===== src/common/uartDefines.svh =====
`ifndef UART_DEFINES_SVH
`define UART_DEFINES_SVH

//////////////////////////////
// Register map
//////////////////////////////

`define UCR_ADDR 3'd0           // Control
`define USR_ADDR 3'd1           // Status, read clears interrupt flags
`define TDR_ADDR 3'd2           // Transmit data and FIFO clears
`define RDR_ADDR 3'd3           // Receive data and ready bits
`define SPR_ADDR 3'd4           // Scratch

// FIFO clear commands in a TDR write
`define TFC_BIT 11
`define RFC_BIT 10

// FIFO depth as address bits, 16 entries each
`define TX_FIFO_ABITS 4
`define RX_FIFO_ABITS 4

// Baud ticks per serial bit
`define OVERSAMPLE 16

`endif


===== src/common/uartPkg.sv =====
`default_nettype none

package uartPkg;

    typedef logic [11:0] busWordT;  // Host register word
    typedef logic [2:0]  regAddrT;  // Register select
    typedef logic [7:0]  charT;     // Serial character
    typedef logic [8:0]  rxWordT;   // Error flag over character
    typedef logic [3:0]  fmtSelT;   // UCR format field
    typedef logic [3:0]  baudSelT;  // UCR baud field
    typedef logic [1:0]  modeT;     // UCR mode field
    typedef logic [1:0]  parSelT;   // Odd, even, space, mark
    typedef logic [3:0]  psT;       // Baud prescale reload
    typedef logic [7:0]  divT;      // Baud divide reload

    typedef enum logic [2:0] {
        txSIdle, txSStart, txSData, txSParity, txSStop
    } txStateT;

    typedef enum logic [2:0] {
        rxSIdle, rxSStart, rxSData, rxSParity, rxSStop
    } rxStateT;

    // Parity bit sent or expected for a character
    function automatic logic parityOf(input charT data, input parSelT sel);
        case (sel)
            2'b00:   return ~^data;     // Odd
            2'b01:   return ^data;      // Even
            2'b10:   return 1'b0;       // Space
            default: return 1'b1;       // Mark
        endcase
    endfunction

endpackage

`default_nettype wire


===== src/syncFifo.sv =====
`default_nettype none

module syncFifo #(
    parameter int AddrBits = 4,
    parameter int Width    = 8
)(
    input  wire logic              SCK,
    input  wire logic              Rst,
    input  wire logic              clr,     // Synchronous flush
    input  wire logic              push,
    input  wire logic              pop,
    input  wire logic [Width-1:0]  din,
    output logic      [Width-1:0]  dout,    // Show-ahead head
    output logic                   full,
    output logic                   half,
    output logic                   empty,
    output logic      [AddrBits:0] count
);

    logic [Width-1:0]    mem [2**AddrBits];
    logic [AddrBits-1:0] wrPtr;
    logic [AddrBits-1:0] rdPtr;
    logic                doPush;
    logic                doPop;

    assign doPush = push & ~full;   // Dropped when full
    assign doPop  = pop & ~empty;   // Ignored when empty

    always_ff @(posedge SCK or posedge Rst)
    begin
        if (Rst)
        begin
            wrPtr <= '0;
            rdPtr <= '0;
            count <= '0;
        end
        else if (clr)
        begin
            wrPtr <= '0;
            rdPtr <= '0;
            count <= '0;
        end
        else
        begin
            if (doPush)
                wrPtr <= wrPtr + 1'b1;
            if (doPop)
                rdPtr <= rdPtr + 1'b1;
            if (doPush & ~doPop)
                count <= count + 1'b1;
            else if (doPop & ~doPush)
                count <= count - 1'b1;
        end
    end

    always_ff @(posedge SCK)
    begin
        if (doPush)
            mem[wrPtr] <= din;
    end

    assign dout  = mem[rdPtr];
    assign full  = count[AddrBits];
    assign half  = |count[AddrBits:AddrBits-1];    // At least half of depth
    assign empty = (count == '0);

endmodule

`default_nettype wire


===== src/baudGen.sv =====
`default_nettype none

module baudGen
    import uartPkg::*;
(
    input  wire logic SCK,
    input  wire logic Rst,
    input  wire psT   ps,
    input  wire divT  div,
    output logic      tick16    // One cycle per 1/16 bit
);

    psT  psCnt;
    divT divCnt;

    always_ff @(posedge SCK or posedge Rst)
    begin
        if (Rst)
        begin
            psCnt  <= '0;
            divCnt <= '0;
            tick16 <= 1'b0;
        end
        else
        begin
            tick16 <= 1'b0;
            if (psCnt == '0)
            begin
                psCnt <= ps;                // Prescaler wrap steps the divider
                if (divCnt == '0)
                begin
                    divCnt <= div;
                    tick16 <= 1'b1;         // Both counters wrapped
                end
                else
                    divCnt <= divCnt - 1'b1;
            end
            else
                psCnt <= psCnt - 1'b1;
        end
    end

endmodule

`default_nettype wire


===== src/serial/txEngine.sv =====
`default_nettype none
`include "uartDefines.svh"

module txEngine
    import uartPkg::*;
(
    input  wire logic   SCK,
    input  wire logic   Rst,
    input  wire logic   tick16,
    input  wire logic   len7,
    input  wire logic   stop2,
    input  wire logic   parEn,
    input  wire parSelT parSel,
    input  wire charT   txHead,
    input  wire logic   txEmpty,
    input  wire logic   ctsOk,
    output logic        txPop,
    output logic        txD,
    output logic        txIdle
);

    localparam logic [3:0] BitEnd = 4'(`OVERSAMPLE - 1);   // Last tick of a bit

    txStateT    state;
    logic [3:0] tickCnt;
    logic [2:0] bitCnt;
    logic       moreStop;       // Second stop bit pending
    charT       loadChar;
    charT       shReg;
    logic       parBit;

    assign loadChar = len7 ? {1'b0, txHead[6:0]} : txHead;
    assign txIdle   = (state == txSIdle);
    assign txPop    = txIdle & tick16 & ~txEmpty & ctsOk;   // Frame starts on a tick

    // Character and parity captured with the pop
    always_ff @(posedge SCK)
    begin
        if (txPop)
        begin
            shReg  <= loadChar;
            parBit <= parityOf(loadChar, parSel);
        end
    end

    always_ff @(posedge SCK or posedge Rst)
    begin
        if (Rst)
        begin
            state    <= txSIdle;
            tickCnt  <= '0;
            bitCnt   <= '0;
            moreStop <= 1'b0;
            txD      <= 1'b1;           // Mark
        end
        else if (txPop)
        begin
            state   <= txSStart;
            tickCnt <= '0;
            txD     <= 1'b0;            // Start bit
        end
        else if (tick16 && !txIdle)
        begin
            tickCnt <= tickCnt + 1'b1;
            if (tickCnt == BitEnd)
            begin
                case (state)
                    txSStart:
                    begin
                        state  <= txSData;
                        bitCnt <= '0;
                        txD    <= shReg[0];     // LSB first
                    end
                    txSData:
                    begin
                        bitCnt <= bitCnt + 1'b1;
                        txD    <= shReg[bitCnt + 3'd1];
                        if (bitCnt == (len7 ? 3'd6 : 3'd7))
                        begin
                            state    <= parEn ? txSParity : txSStop;
                            txD      <= parEn ? parBit : 1'b1;
                            moreStop <= stop2;
                        end
                    end
                    txSParity:
                    begin
                        state <= txSStop;
                        txD   <= 1'b1;
                    end
                    default:
                    begin
                        moreStop <= 1'b0;
                        if (!moreStop)
                            state <= txSIdle;   // Frame done
                    end
                endcase
            end
        end
    end

endmodule

`default_nettype wire


===== src/serial/rxEngine.sv =====
`default_nettype none
`include "uartDefines.svh"

module rxEngine
    import uartPkg::*;
(
    input  wire logic   SCK,
    input  wire logic   Rst,
    input  wire logic   tick16,
    input  wire logic   len7,
    input  wire logic   stop2,
    input  wire logic   parEn,
    input  wire parSelT parSel,
    input  wire logic   rxD,
    output logic        rxPush,
    output rxWordT      rxWord,
    output logic        rxIdle
);

    localparam logic [3:0] MidBit = 4'(`OVERSAMPLE / 2 - 1);

    rxStateT    state;
    logic [2:0] rxPipe;         // Two sync stages plus edge history
    logic       rxIn;
    logic       rxFall;
    logic       sample;
    logic [3:0] tickCnt;
    logic [2:0] bitCnt;
    logic       moreStop;
    logic       rxErr;          // Parity or framing error so far
    charT       shReg;

    always_ff @(posedge SCK or posedge Rst)
    begin
        if (Rst)
            rxPipe <= '1;       // Mark
        else
            rxPipe <= {rxPipe[1:0], rxD};
    end

    assign rxIn   = rxPipe[1];
    assign rxFall = rxPipe[2] & ~rxPipe[1];
    assign rxIdle = (state == rxSIdle);
    assign sample = tick16 & ~rxIdle & (tickCnt == MidBit);     // Mid-bit

    // Data bits and FIFO word
    always_ff @(posedge SCK)
    begin
        if (rxIdle)
            shReg <= '0;        // Bit 7 stays 0 in 7-bit frames
        else if (sample && state == rxSData)
            shReg[bitCnt] <= rxIn;
        if (sample && state == rxSStop && !moreStop)
            rxWord <= {rxErr | ~rxIn, shReg};
    end

    always_ff @(posedge SCK or posedge Rst)
    begin
        if (Rst)
        begin
            state    <= rxSIdle;
            tickCnt  <= '0;
            bitCnt   <= '0;
            moreStop <= 1'b0;
            rxErr    <= 1'b0;
            rxPush   <= 1'b0;
        end
        else
        begin
            rxPush <= 1'b0;
            if (rxIdle)
            begin
                tickCnt <= '0;
                rxErr   <= 1'b0;
                if (rxFall)
                    state <= rxSStart;
            end
            else if (tick16)
            begin
                tickCnt <= tickCnt + 1'b1;
                if (tickCnt == MidBit)
                begin
                    case (state)
                        rxSStart:
                        begin
                            state  <= rxIn ? rxSIdle : rxSData;  // Glitch rejected
                            bitCnt <= '0;
                        end
                        rxSData:
                        begin
                            bitCnt <= bitCnt + 1'b1;
                            if (bitCnt == (len7 ? 3'd6 : 3'd7))
                            begin
                                state    <= parEn ? rxSParity : rxSStop;
                                moreStop <= stop2;
                            end
                        end
                        rxSParity:
                        begin
                            state <= rxSStop;
                            if (rxIn != parityOf(shReg, parSel))
                                rxErr <= 1'b1;
                        end
                        default:
                        begin
                            moreStop <= 1'b0;
                            if (!rxIn)
                                rxErr <= 1'b1;  // Low stop bit
                            if (!moreStop)
                            begin
                                state  <= rxSIdle;
                                rxPush <= 1'b1;
                            end
                        end
                    endcase
                end
            end
        end
    end

endmodule

`default_nettype wire


===== src/uartRegs.sv =====
`default_nettype none
`include "uartDefines.svh"

module uartRegs
    import uartPkg::*;
(
    input  wire logic    SCK,
    input  wire logic    Rst,
    // Wishbone classic slave
    input  wire logic    wbCyc,
    input  wire logic    wbStb,
    input  wire logic    wbWe,
    input  wire regAddrT wbAdr,
    input  wire busWordT wbDatI,
    output busWordT      wbDatO,
    output logic         wbAck,
    // Transmit FIFO
    input  wire logic    txFull,
    input  wire logic    txHalf,
    input  wire logic    txEmpty,
    input  wire logic    txIdle,
    output logic         txPush,
    output charT         txData,
    output logic         txClr,
    // Receive FIFO
    input  wire logic    rxFull,
    input  wire logic    rxHalf,
    input  wire logic    rxEmpty,
    input  wire rxWordT  rxHead,
    output logic         rxPop,
    output logic         rxClr,
    // Frame format and baud
    output logic         len7,
    output logic         stop2,
    output logic         parEn,
    output parSelT       parSel,
    output psT           ps,
    output divT          div,
    // Handshake and interrupt
    input  wire logic    cts,
    output logic         ctsOk,
    output logic         rts,
    output logic         irq
);

    regAddrT    reqAdr;         // Latched with the request
    logic       reqWe;
    busWordT    reqDat;
    logic       wrAck;
    logic       rdAck;
    logic       tdrWr;
    logic       usrRd;
    busWordT    ucr;
    busWordT    spr;
    charT       tdr;            // Last byte written, read back at TDR
    modeT       mode;
    fmtSelT     fmt;
    baudSelT    baud;
    logic       rtsO;
    logic       ie;
    logic [1:0] rs;
    logic [1:0] ts;
    logic [2:0] intCond;        // {rda, the, tfe} conditions
    logic [2:0] intCondQ;
    logic [2:0] intFlags;       // {iRDA, iTHE, iTFE}

    //////////////////////////////
    // Wishbone handshake
    //////////////////////////////

    always_ff @(posedge SCK or posedge Rst)
    begin
        if (Rst)
        begin
            wbAck  <= 1'b0;
            reqAdr <= '0;
            reqWe  <= 1'b0;
        end
        else
        begin
            wbAck <= wbCyc & wbStb & ~wbAck;    // Single ack, then drop
            if (wbCyc & wbStb & ~wbAck)
            begin
                reqAdr <= wbAdr;
                reqWe  <= wbWe;
            end
        end
    end

    always_ff @(posedge SCK)
    begin
        if (wbCyc & wbStb & ~wbAck)
            reqDat <= wbDatI;
    end

    // Side effects all land at the end of the ack cycle
    assign wrAck  = wbAck & reqWe;
    assign rdAck  = wbAck & ~reqWe;
    assign tdrWr  = wrAck & (reqAdr == `TDR_ADDR);
    assign usrRd  = rdAck & (reqAdr == `USR_ADDR);
    assign txClr  = tdrWr & reqDat[`TFC_BIT];
    assign rxClr  = tdrWr & reqDat[`RFC_BIT];
    assign txPush = tdrWr & ~txClr & ~rxClr;   // Clear command carries no byte
    assign txData = reqDat[7:0];
    assign rxPop  = rdAck & (reqAdr == `RDR_ADDR) & ~rxEmpty;  // Stale head if empty

    always_ff @(posedge SCK or posedge Rst)
    begin
        if (Rst)
        begin
            ucr <= '0;
            spr <= '0;
            tdr <= '0;
        end
        else if (wrAck)
        begin
            case (reqAdr)
                `UCR_ADDR: ucr <= reqDat;
                `TDR_ADDR: tdr <= reqDat[7:0];
                `SPR_ADDR: spr <= reqDat;
                default:   ;
            endcase
        end
    end

    // UCR fields
    assign mode = ucr[11:10];
    assign rtsO = ucr[9];
    assign ie   = ucr[8];
    assign fmt  = ucr[7:4];
    assign baud = ucr[3:0];

    //////////////////////////////
    // Format and baud tables
    //////////////////////////////

    always_comb
    begin
        case (fmt)      // {len7, stop2, parEn, parSel}
            4'h2:    {len7, stop2, parEn, parSel} = 5'b0_0_1_00;    // 8O1
            4'h3:    {len7, stop2, parEn, parSel} = 5'b0_0_1_01;    // 8E1
            4'h4:    {len7, stop2, parEn, parSel} = 5'b0_0_1_10;    // 8S1
            4'h5:    {len7, stop2, parEn, parSel} = 5'b0_0_1_11;    // 8M1
            4'h7:    {len7, stop2, parEn, parSel} = 5'b0_1_0_00;    // 8N2
            4'h8:    {len7, stop2, parEn, parSel} = 5'b0_1_1_00;    // 8O2
            4'h9:    {len7, stop2, parEn, parSel} = 5'b0_1_1_01;    // 8E2
            4'hA:    {len7, stop2, parEn, parSel} = 5'b0_1_1_10;    // 8S2
            4'hB:    {len7, stop2, parEn, parSel} = 5'b0_1_1_11;    // 8M2
            4'hC:    {len7, stop2, parEn, parSel} = 5'b1_0_1_00;    // 7O1
            4'hD:    {len7, stop2, parEn, parSel} = 5'b1_0_1_01;    // 7E1
            4'hE:    {len7, stop2, parEn, parSel} = 5'b1_1_1_00;    // 7O2
            4'hF:    {len7, stop2, parEn, parSel} = 5'b1_1_1_01;    // 7E2
            default: {len7, stop2, parEn, parSel} = 5'b0_0_0_00;    // 8N1, codes 0 1 6
        endcase
    end

    // Tick period is (ps+1)*(div+1) clocks, 16 ticks per bit
    always_comb
    begin
        case (baud)
            4'h0:    {ps, div} = {4'h0, 8'h01};
            4'h1:    {ps, div} = {4'h0, 8'h02};
            4'h2:    {ps, div} = {4'h0, 8'h05};
            4'h3:    {ps, div} = {4'h0, 8'h0F};
            4'h4:    {ps, div} = {4'hC, 8'h00};
            4'h5:    {ps, div} = {4'hC, 8'h01};
            4'h6:    {ps, div} = {4'hC, 8'h02};
            4'h7:    {ps, div} = {4'hC, 8'h03};
            4'h8:    {ps, div} = {4'hC, 8'h05};
            4'h9:    {ps, div} = {4'hC, 8'h07};
            4'hA:    {ps, div} = {4'hC, 8'h0B};
            4'hB:    {ps, div} = {4'hC, 8'h0F};
            4'hC:    {ps, div} = {4'hC, 8'h17};
            4'hD:    {ps, div} = {4'hC, 8'h2F};
            4'hE:    {ps, div} = {4'hC, 8'h5F};
            default: {ps, div} = {4'hC, 8'hBF};
        endcase
    end

    //////////////////////////////
    // Status, handshake, IRQ
    //////////////////////////////

    // 0 empty, 1 below half, 2 at or above half, 3 full
    assign rs = rxFull ? 2'd3 : rxHalf ? 2'd2 : rxEmpty ? 2'd0 : 2'd1;
    assign ts = txFull ? 2'd3 : txHalf ? 2'd2 : (txEmpty & txIdle) ? 2'd0 : 2'd1;

    // Mode 1 is auto handshake, every other mode behaves as mode 0
    assign rts   = (mode == 2'd1) ? ~rxHalf : rtsO;
    assign ctsOk = (mode == 2'd1) ? cts : 1'b1;

    assign intCond = {rxHalf, ~txHalf, txEmpty & txIdle};

    // Flags set on a rising condition only
    always_ff @(posedge SCK or posedge Rst)
    begin
        if (Rst)
        begin
            intCondQ <= 3'b011;     // Matches the idle conditions
            intFlags <= '0;
        end
        else
        begin
            intCondQ <= intCond;
            if (usrRd)
                intFlags <= '0;
            else
                intFlags <= intFlags | (intCond & ~intCondQ);
        end
    end

    assign irq = ie & (|intFlags);

    always_comb
    begin
        case (reqAdr)
            `UCR_ADDR: wbDatO = ucr;
            `USR_ADDR: wbDatO = {mode, rts, ctsOk, rs, ts, 1'b0, intFlags};
            `TDR_ADDR: wbDatO = {4'h0, tdr};
            `RDR_ADDR: wbDatO = {~txFull, ~rxEmpty, 1'b0, rxHead};  // RTO reads 0
            `SPR_ADDR: wbDatO = spr;
            default:   wbDatO = '0;
        endcase
    end

endmodule

`default_nettype wire


===== src/sspUart.sv =====
`default_nettype none
`include "uartDefines.svh"

module sspUart
    import uartPkg::*;
(
    input  wire logic    SCK,
    input  wire logic    Rst,
    // Wishbone classic slave
    input  wire logic    wbCyc,
    input  wire logic    wbStb,
    input  wire logic    wbWe,
    input  wire regAddrT wbAdr,
    input  wire busWordT wbDatI,
    output wire busWordT wbDatO,
    output wire logic    wbAck,
    // Serial side
    input  wire logic    rxD,
    input  wire logic    cts,
    output wire logic    txD,
    output wire logic    rts,
    output wire logic    irq,
    output wire logic    txIdle,
    output wire logic    rxIdle
);

    // Transmit path
    logic   txPush;
    charT   txData;
    logic   txClr;
    logic   txPop;
    charT   txHead;
    logic   txFull;
    logic   txHalf;
    logic   txEmpty;
    // Receive path
    logic   rxPush;
    rxWordT rxWord;
    logic   rxPop;
    logic   rxClr;
    rxWordT rxHead;
    logic   rxFull;
    logic   rxHalf;
    logic   rxEmpty;
    // Frame, baud, handshake
    logic   len7;
    logic   stop2;
    logic   parEn;
    parSelT parSel;
    psT     ps;
    divT    div;
    logic   ctsOk;
    logic   tick16;

    //////////////////////////////
    // Registers and baud clock
    //////////////////////////////

    uartRegs u_uartRegs (.*);

    baudGen u_baudGen (.*);

    //////////////////////////////
    // Holding FIFOs
    //////////////////////////////

    syncFifo #(
        .AddrBits (`TX_FIFO_ABITS),
        .Width    (8)
    ) u_txFifo (
        .SCK   (SCK),
        .Rst   (Rst),
        .clr   (txClr),
        .push  (txPush),
        .pop   (txPop),
        .din   (txData),
        .dout  (txHead),
        .full  (txFull),
        .half  (txHalf),
        .empty (txEmpty),
        .count ()
    );

    syncFifo #(
        .AddrBits (`RX_FIFO_ABITS),
        .Width    (9)           // Error flag over character
    ) u_rxFifo (
        .SCK   (SCK),
        .Rst   (Rst),
        .clr   (rxClr),
        .push  (rxPush),
        .pop   (rxPop),
        .din   (rxWord),
        .dout  (rxHead),
        .full  (rxFull),
        .half  (rxHalf),
        .empty (rxEmpty),
        .count ()
    );

    //////////////////////////////
    // Serial engines
    //////////////////////////////

    txEngine u_txEngine (.*);

    rxEngine u_rxEngine (.*);

endmodule

`default_nettype wire


===== config.mk =====
export PLATFORM = sky130hd
export DESIGN_NAME = sspUart
export DESIGN_NICKNAME = d
export VERILOG_FILES = /design/src/common/uartPkg.sv /design/src/syncFifo.sv /design/src/baudGen.sv /design/src/serial/txEngine.sv /design/src/serial/rxEngine.sv /design/src/uartRegs.sv /design/src/sspUart.sv
export VERILOG_INCLUDE_DIRS = /design/src /design/src/common
export SDC_FILE = /design/constraint.sdc
export NUM_CORES = 1
export LEC_CHECK = 0
export BUFFER_PORTS_ARGS = -buffer_cell sky130_fd_sc_hd__buf_2
export CELL_PAD_IN_SITES_DETAIL_PLACEMENT = 1
export CELL_PAD_IN_SITES_GLOBAL_PLACEMENT = 2
export CORE_MARGIN = 2
export CORE_UTILIZATION = 42
export DETAILED_ROUTE_END_ITERATION = 6
export GPL_TIMING_DRIVEN = 0
export MAX_ROUTING_LAYER = met4
export PLACE_DENSITY_LB_ADDON = 0.2
export SETUP_SLACK_MARGIN = 0.3
export SYNTH_ARGS = -nofsm -noshare
export SYNTH_HDL_FRONTEND = slang
export SYNTH_HIERARCHICAL = 1
export SYNTH_SLANG_ARGS = --single-unit

===== constraint.sdc =====
create_clock -name SCK -period 2.8 [get_ports SCK]
set_input_delay 0.84 -clock SCK [delete_from_list [all_inputs] [get_ports SCK]]
set_output_delay 0.84 -clock SCK [all_outputs]
set_load 0.005 [all_outputs]

; ---- Word level (Yosys, flattened, before mapping)
; Memory sizes are Yosys's and may differ from the RTL's.
; Index checks and enable logic that the tools add are counted.
[word_totals]
register_bits = 148
latchBits = 0
ram_bits = 272
rom_bits = 240
in_bits = 22
output_inout_bits = 18
elab_cells = 272
memories = 4
[memory_table]
columns = name, words, width, read_ports, rd_clocked_by_memory_dff, wr, line
row1 = (name not given), 16, 10, 1, 0, 0, uartRegs.sv:160  ; case (baud)
row2 = u_rxFifo.mem, 16, 9, 1, 0, 1, syncFifo.sv:20  ; logic [Width-1:0] mem [2**AddrBits];
row3 = u_txFifo.mem, 16, 8, 1, 0, 1, syncFifo.sv:20
row4 = (name not given), 16, 5, 1, 0, 0, uartRegs.sv:139  ; case (fmt)
[classes]
addsub = 14
n_mul = 0
div_mod_pow = 0
n_lt_le_gt_ge = 3
eq_ne = 29
n_shift = 0
n_mux = 87
bitwise = 51
reduce_logical = 50
[ops]
columns = operator, n
row1 = case mux 12 bit (5 select lines), 1
row2 = two-way mux 4 bit, 13
row3 = two-way mux 3 bit, 13
row4 = two-way mux 1 bit, 34
row5 = two-way mux 5 bit, 6
row6 = bitwise AND 1 bit, 28
row7 = adder 4 x 1 -> 4 bit (second input constant), 6
row8 = AND reduction 5 bit, 4
row9 = nonzero test 2 bit, 10
row10 = NOT 1 bit, 19
row11 = == test 3 x 2 -> 1 bit (second input constant), 6
row12 = case mux 3 bit (3 select lines), 2
row13 = two-way mux 8 bit, 2
row14 = XNOR reduction 8 bit, 2
row15 = XOR reduction 8 bit, 2
row16 = case mux 3 bit (2 select lines), 2
row17 = AND reduction 4 bit, 3
row18 = adder 5 x 1 -> 5 bit (second input constant), 2
row19 = logical NOT 5 bit, 2
row20 = two-way mux 2 bit, 5
row21 = OR reduction 2 bit, 5
row22 = subtractor 5 x 1 -> 5 bit (second input constant), 2
row23 = == test 3 x 1 -> 1 bit (second input constant), 3
row24 = logical NOT 3 bit, 3
row25 = other kinds (37), 59

; ---- Depth between registers and ports, before layout
; An unclocked memory read counts as a cell.
[logic_depth]
ltp_word = 13
depth_mapped = 12

; ---- Hierarchy
; The synthesis kept the hierarchy.
[modules_own_cells]
columns = mod, n_inst, cells_each, area_per_inst_um2, seq_area_each_um2
row1 = syncFifo at u_rxFifo, 1, 332, 6361.1, 4649.5
row2 = syncFifo at u_txFifo, 1, 309, 5773.0, 4169.0
row3 = uartRegs, 1, 242, 2921.6, 1438.9
row4 = rxEngine, 1, 153, 1575.3, 834.6
row5 = txEngine, 1, 104, 1176.1, 571.8
row6 = baudGen, 1, 80, 744.5, 325.3

; ---- Worst setup path after synthesis
; No wires, ideal clock.
[synth_timing]
path_kind = register -> output
startpoint = reg u_rxFifo.rdPtr[0]
endpoint = out wbDatO[0]
arrival_time_ns = 2.156
path_slack_ns = -0.196
stages_incl_launch_ff = 8
n_path_buf = 1
path_cell_list = dfrtp_1 > clkbuf_1 > mux4_2 > a22oi_1 > nand2_1 > mux2_2 > a22oi_1 > o22ai_1
[synth_between]
elab_chain_cells = 2
[synth_lines]
columns = element, line
row1 = "start, declared", syncFifo.sv:22  ; logic [AddrBits-1:0] rdPtr;
row2 = "start signal, assigned", syncFifo.sv:48  ; rdPtr <= rdPtr + 1'b1;
row3 = memory (16 x 9 bit), -
row4 = named net rxHead[0], sspUart.sv:41  ; rxWordT rxHead;
row5 = case mux 12 bit (5 select lines), uartRegs.sv:216  ; case (reqAdr)
row6 = "end, declared", sspUart.sv:15  ; output wire busWordT wbDatO,
; The timed path passes the listed nets, and every way through them passes these cells.

; ---- Worst setup path after layout
[layout_timing]
startpoint = reg u_rxFifo.rdPtr[0]
endpoint = out wbDatO[2]
; The elaborated chain is that of the path after synthesis.

==> impl_metrics.yaml <==
detailed_routing:
  viasPerCell: 5.45
  drt_iter0_drc: 652
  antenna_left: 0
  routedWlPerCell_um: 23.4
  vias: 10900
  wl_mm: 46.6
  drcViolationCount: 0
  dr.pass1.iters: 4
setup_path:
  worstPathArrival_ns: 2.80
  crit_fanout: 6
  endpoint_kind: "output pin"
  cp_data_required_time_ns: 1.96
  crit_slowest_cell: "mux4_2"
  critPathLaunchType: "flop"
  path_buf_inv: 3
  critPathKind: "reg -> out"
  worstPathCellList: "buf_12, buf_12, mux4_2, a22oi_2, nand2_2, mux2_2, a22oi_2, o22ai_1, buf_2"
  max_stage_delay_ns: 0.54
  path_depth: 9
  r2r_cells: 10
  crit_family: "multiplexers"
cells_and_area:
  areaGrowthSynthToFinish_pct: 20.9
  drive_gt1_share_pct: 33.9
  post-route-util_pct: 51.7
  final_area_um2: 22400
  nNetsFinal: 1426
global_routing:
  grt_antenna_before_repair: 3
  grt_pass1_wl_mm: 71.9
  first_global_vias: 11600
  grt_overflow: 0
  grt.total_usage_pct: 21.3
  grt_max_degree: 31
hold_path:
  hold_class: "in -> async"
placement:
  gp_congestion: 0.776
  dp_hpwl_mm: 30.9
  portBuffers: 39
  place_area_um2: 19700
status:
  status: "finished, violations left"
  violations: "negative setup slack"
clock_network:
  cts_tree: "done"
  ctsRootBufferMaster: "clkbuf_16"
  clk_pin_slew_ns: 0.06
  cts.sinks: 420
  clockBufferDepth: 3
  numCtsBuffers: 46
  ctsHtreeMaxLevel: 2
  clkLatencyLatePin_ns: 0.58
logic_synthesis:
  synth_warnings: 6
  netlist_instances: 1218
  syn_area_um2: 18500
  postSynthAreaPerCell_um2: 15.2
floorplanning:
  core-area_um2: 43400
  die_w_um: 214
  io_pins: 40
  rows: 76
  die_height_um: 214
  start_util_pct: 42.7
  dieArea_um2: 45800
sta:
  maxSlewHeadroom_pct: 52.8
  worst_pin_slew_ns: 0.705
  finalHoldViolations: 0
  setup_violations: 10
  tns_ns: -7.18
  max_freq_ghz: 0.274
  holdWs_ns: 0.348
  rsz0062_at_grt: "yes"
  worst_slack_ns: -0.843
  fin_skew_ns: 0.0273
  post-route-min-period_ns: 3.64
  final-max-slew-violation-count: 0
  period_share_pct: 130
pwr:
  p_leak_uw: 0.00865
  p_per_area_nw_per_um2: 737
  ir_drop_uv: 602
flow_run:
  cap_viol_max_count: 0
repair_timing:
| item | in CTS | in global routing |
|---|---|---|
| pin swaps | 42 | 28 |
| setup buffers | 51 | 12 |
| endpoints found under the setup margin | 156 | 138 |
| hold buffers | 0 | 0 |
| resized for setup | 180 | 32 |
| gates cloned | 3 | 0 |
per-layer routing:
layer | part of all wire, % | GRT usage, %
met1 | 43 | 26.8
met2 | 51 | 35.9
met3 | 3.1 | 3.08
met4 | 2.6 | 6.53
met5 | 0 | -
registers in the layout (all words and copies together) (netlist names), 4 cells and up:
| name | count |
|---|---|
| u_rxFifo/count | 5 |
| u_rxFifo/rdPtr | 4 |
| u_txEngine/shReg | 8 |
| u_rxFifo/mem | 144 |
| u_txEngine/tickCnt | 4 |
| u_txFifo/wrPtr | 4 |
| u_txFifo/mem | 128 |
| u_baudGen/psCnt | 4 |
| u_baudGen/divCnt | 8 |
| u_uartRegs/spr | 12 |
| u_rxEngine/tickCnt | 4 |
| u_rxEngine/shReg | 8 |
| u_rxEngine/rxWord | 9 |
| u_txFifo/rdPtr | 4 |
| u_uartRegs/tdr | 8 |
| u_txFifo/count | 5 |
| u_uartRegs/reqDat | 12 |
| u_rxFifo/wrPtr | 4 |
| u_uartRegs/ucr | 12 |
placed cells by master (no fill, tap or decap), types with 12 or more instances in the layout:
cell       instances
buf_6             22
mux2_4            12
a22oi_1           18
inv_1             34
xor2_1            19
clkbuf_16         49
nor2b_1           13
a21oi_1           32
mux4_2            68
buf_2             41
mux2i_1           15
o21ai_0           27
a22oi_2           24
ha_1              21
dfrtp_1           94
and2_4            20
nor2_1            62
buf_4             69
nand3_1           13
clkbuf_1          22
xnor2_1           16
nand2_1           61
and2_1            25
mux2_2            16
edfxtp_1         302
mux2_1            17
worst paths after layout:
kind | start | to | slack (ns)
setup / recovery | u_rxFifo/rdPtr[0]$_DFFE_PP0P_ | wbDatO[2] | -0.84
hold / removal | Rst | u_uartRegs/spr[9]$_DFFE_PP0P_ | 0.35
setup reg to reg | u_txFifo/count[3]$_DFFE_PP0P_ | u_txFifo/count[4]$_DFFE_PP0P_ | 0.01
hold reg to reg | u_rxEngine/rxPipe[0]$_DFF_PP1_ | u_rxEngine/rxPipe[1]$_DFF_PP1_ | 0.36
max in group asynchronous | Rst | u_rxEngine/bitCnt[2]$_DFFE_PP0P_ | 1.87
min in group SCK | rxD | u_rxEngine/rxPipe[0]$_DFF_PP1_ | 0.36
per-stage QoR:
stage	total power, uW	cells	setup slack [ns]
finish	16500	1995	-0.843
global placement	10200	1843	-0.760
CTS	16600	1981	-0.914
detailed placement	10200	1845	-0.790
floorplan	9410	1219	0.106
global route	17300	1995	-0.930
where the power goes:
group | switching, uW | internal (uW)
clock | 2450 | 3450
sequential | 378 | 7030
combinational | 1600 | 1610
total | 4430 | 12100
cell type report:
cell class,instances,area (um^2)
diodes,2,5.00
well taps,585,732
multi-input cells,695,6620
plain buffers,69,664
flip-flops and latches,420,12000
inverters,36,135
clock buffers,56,1210
clock inverters,26,246
fillers,4177,21000
repair buffers,106,787
Power figures use the tool's default switching activity.
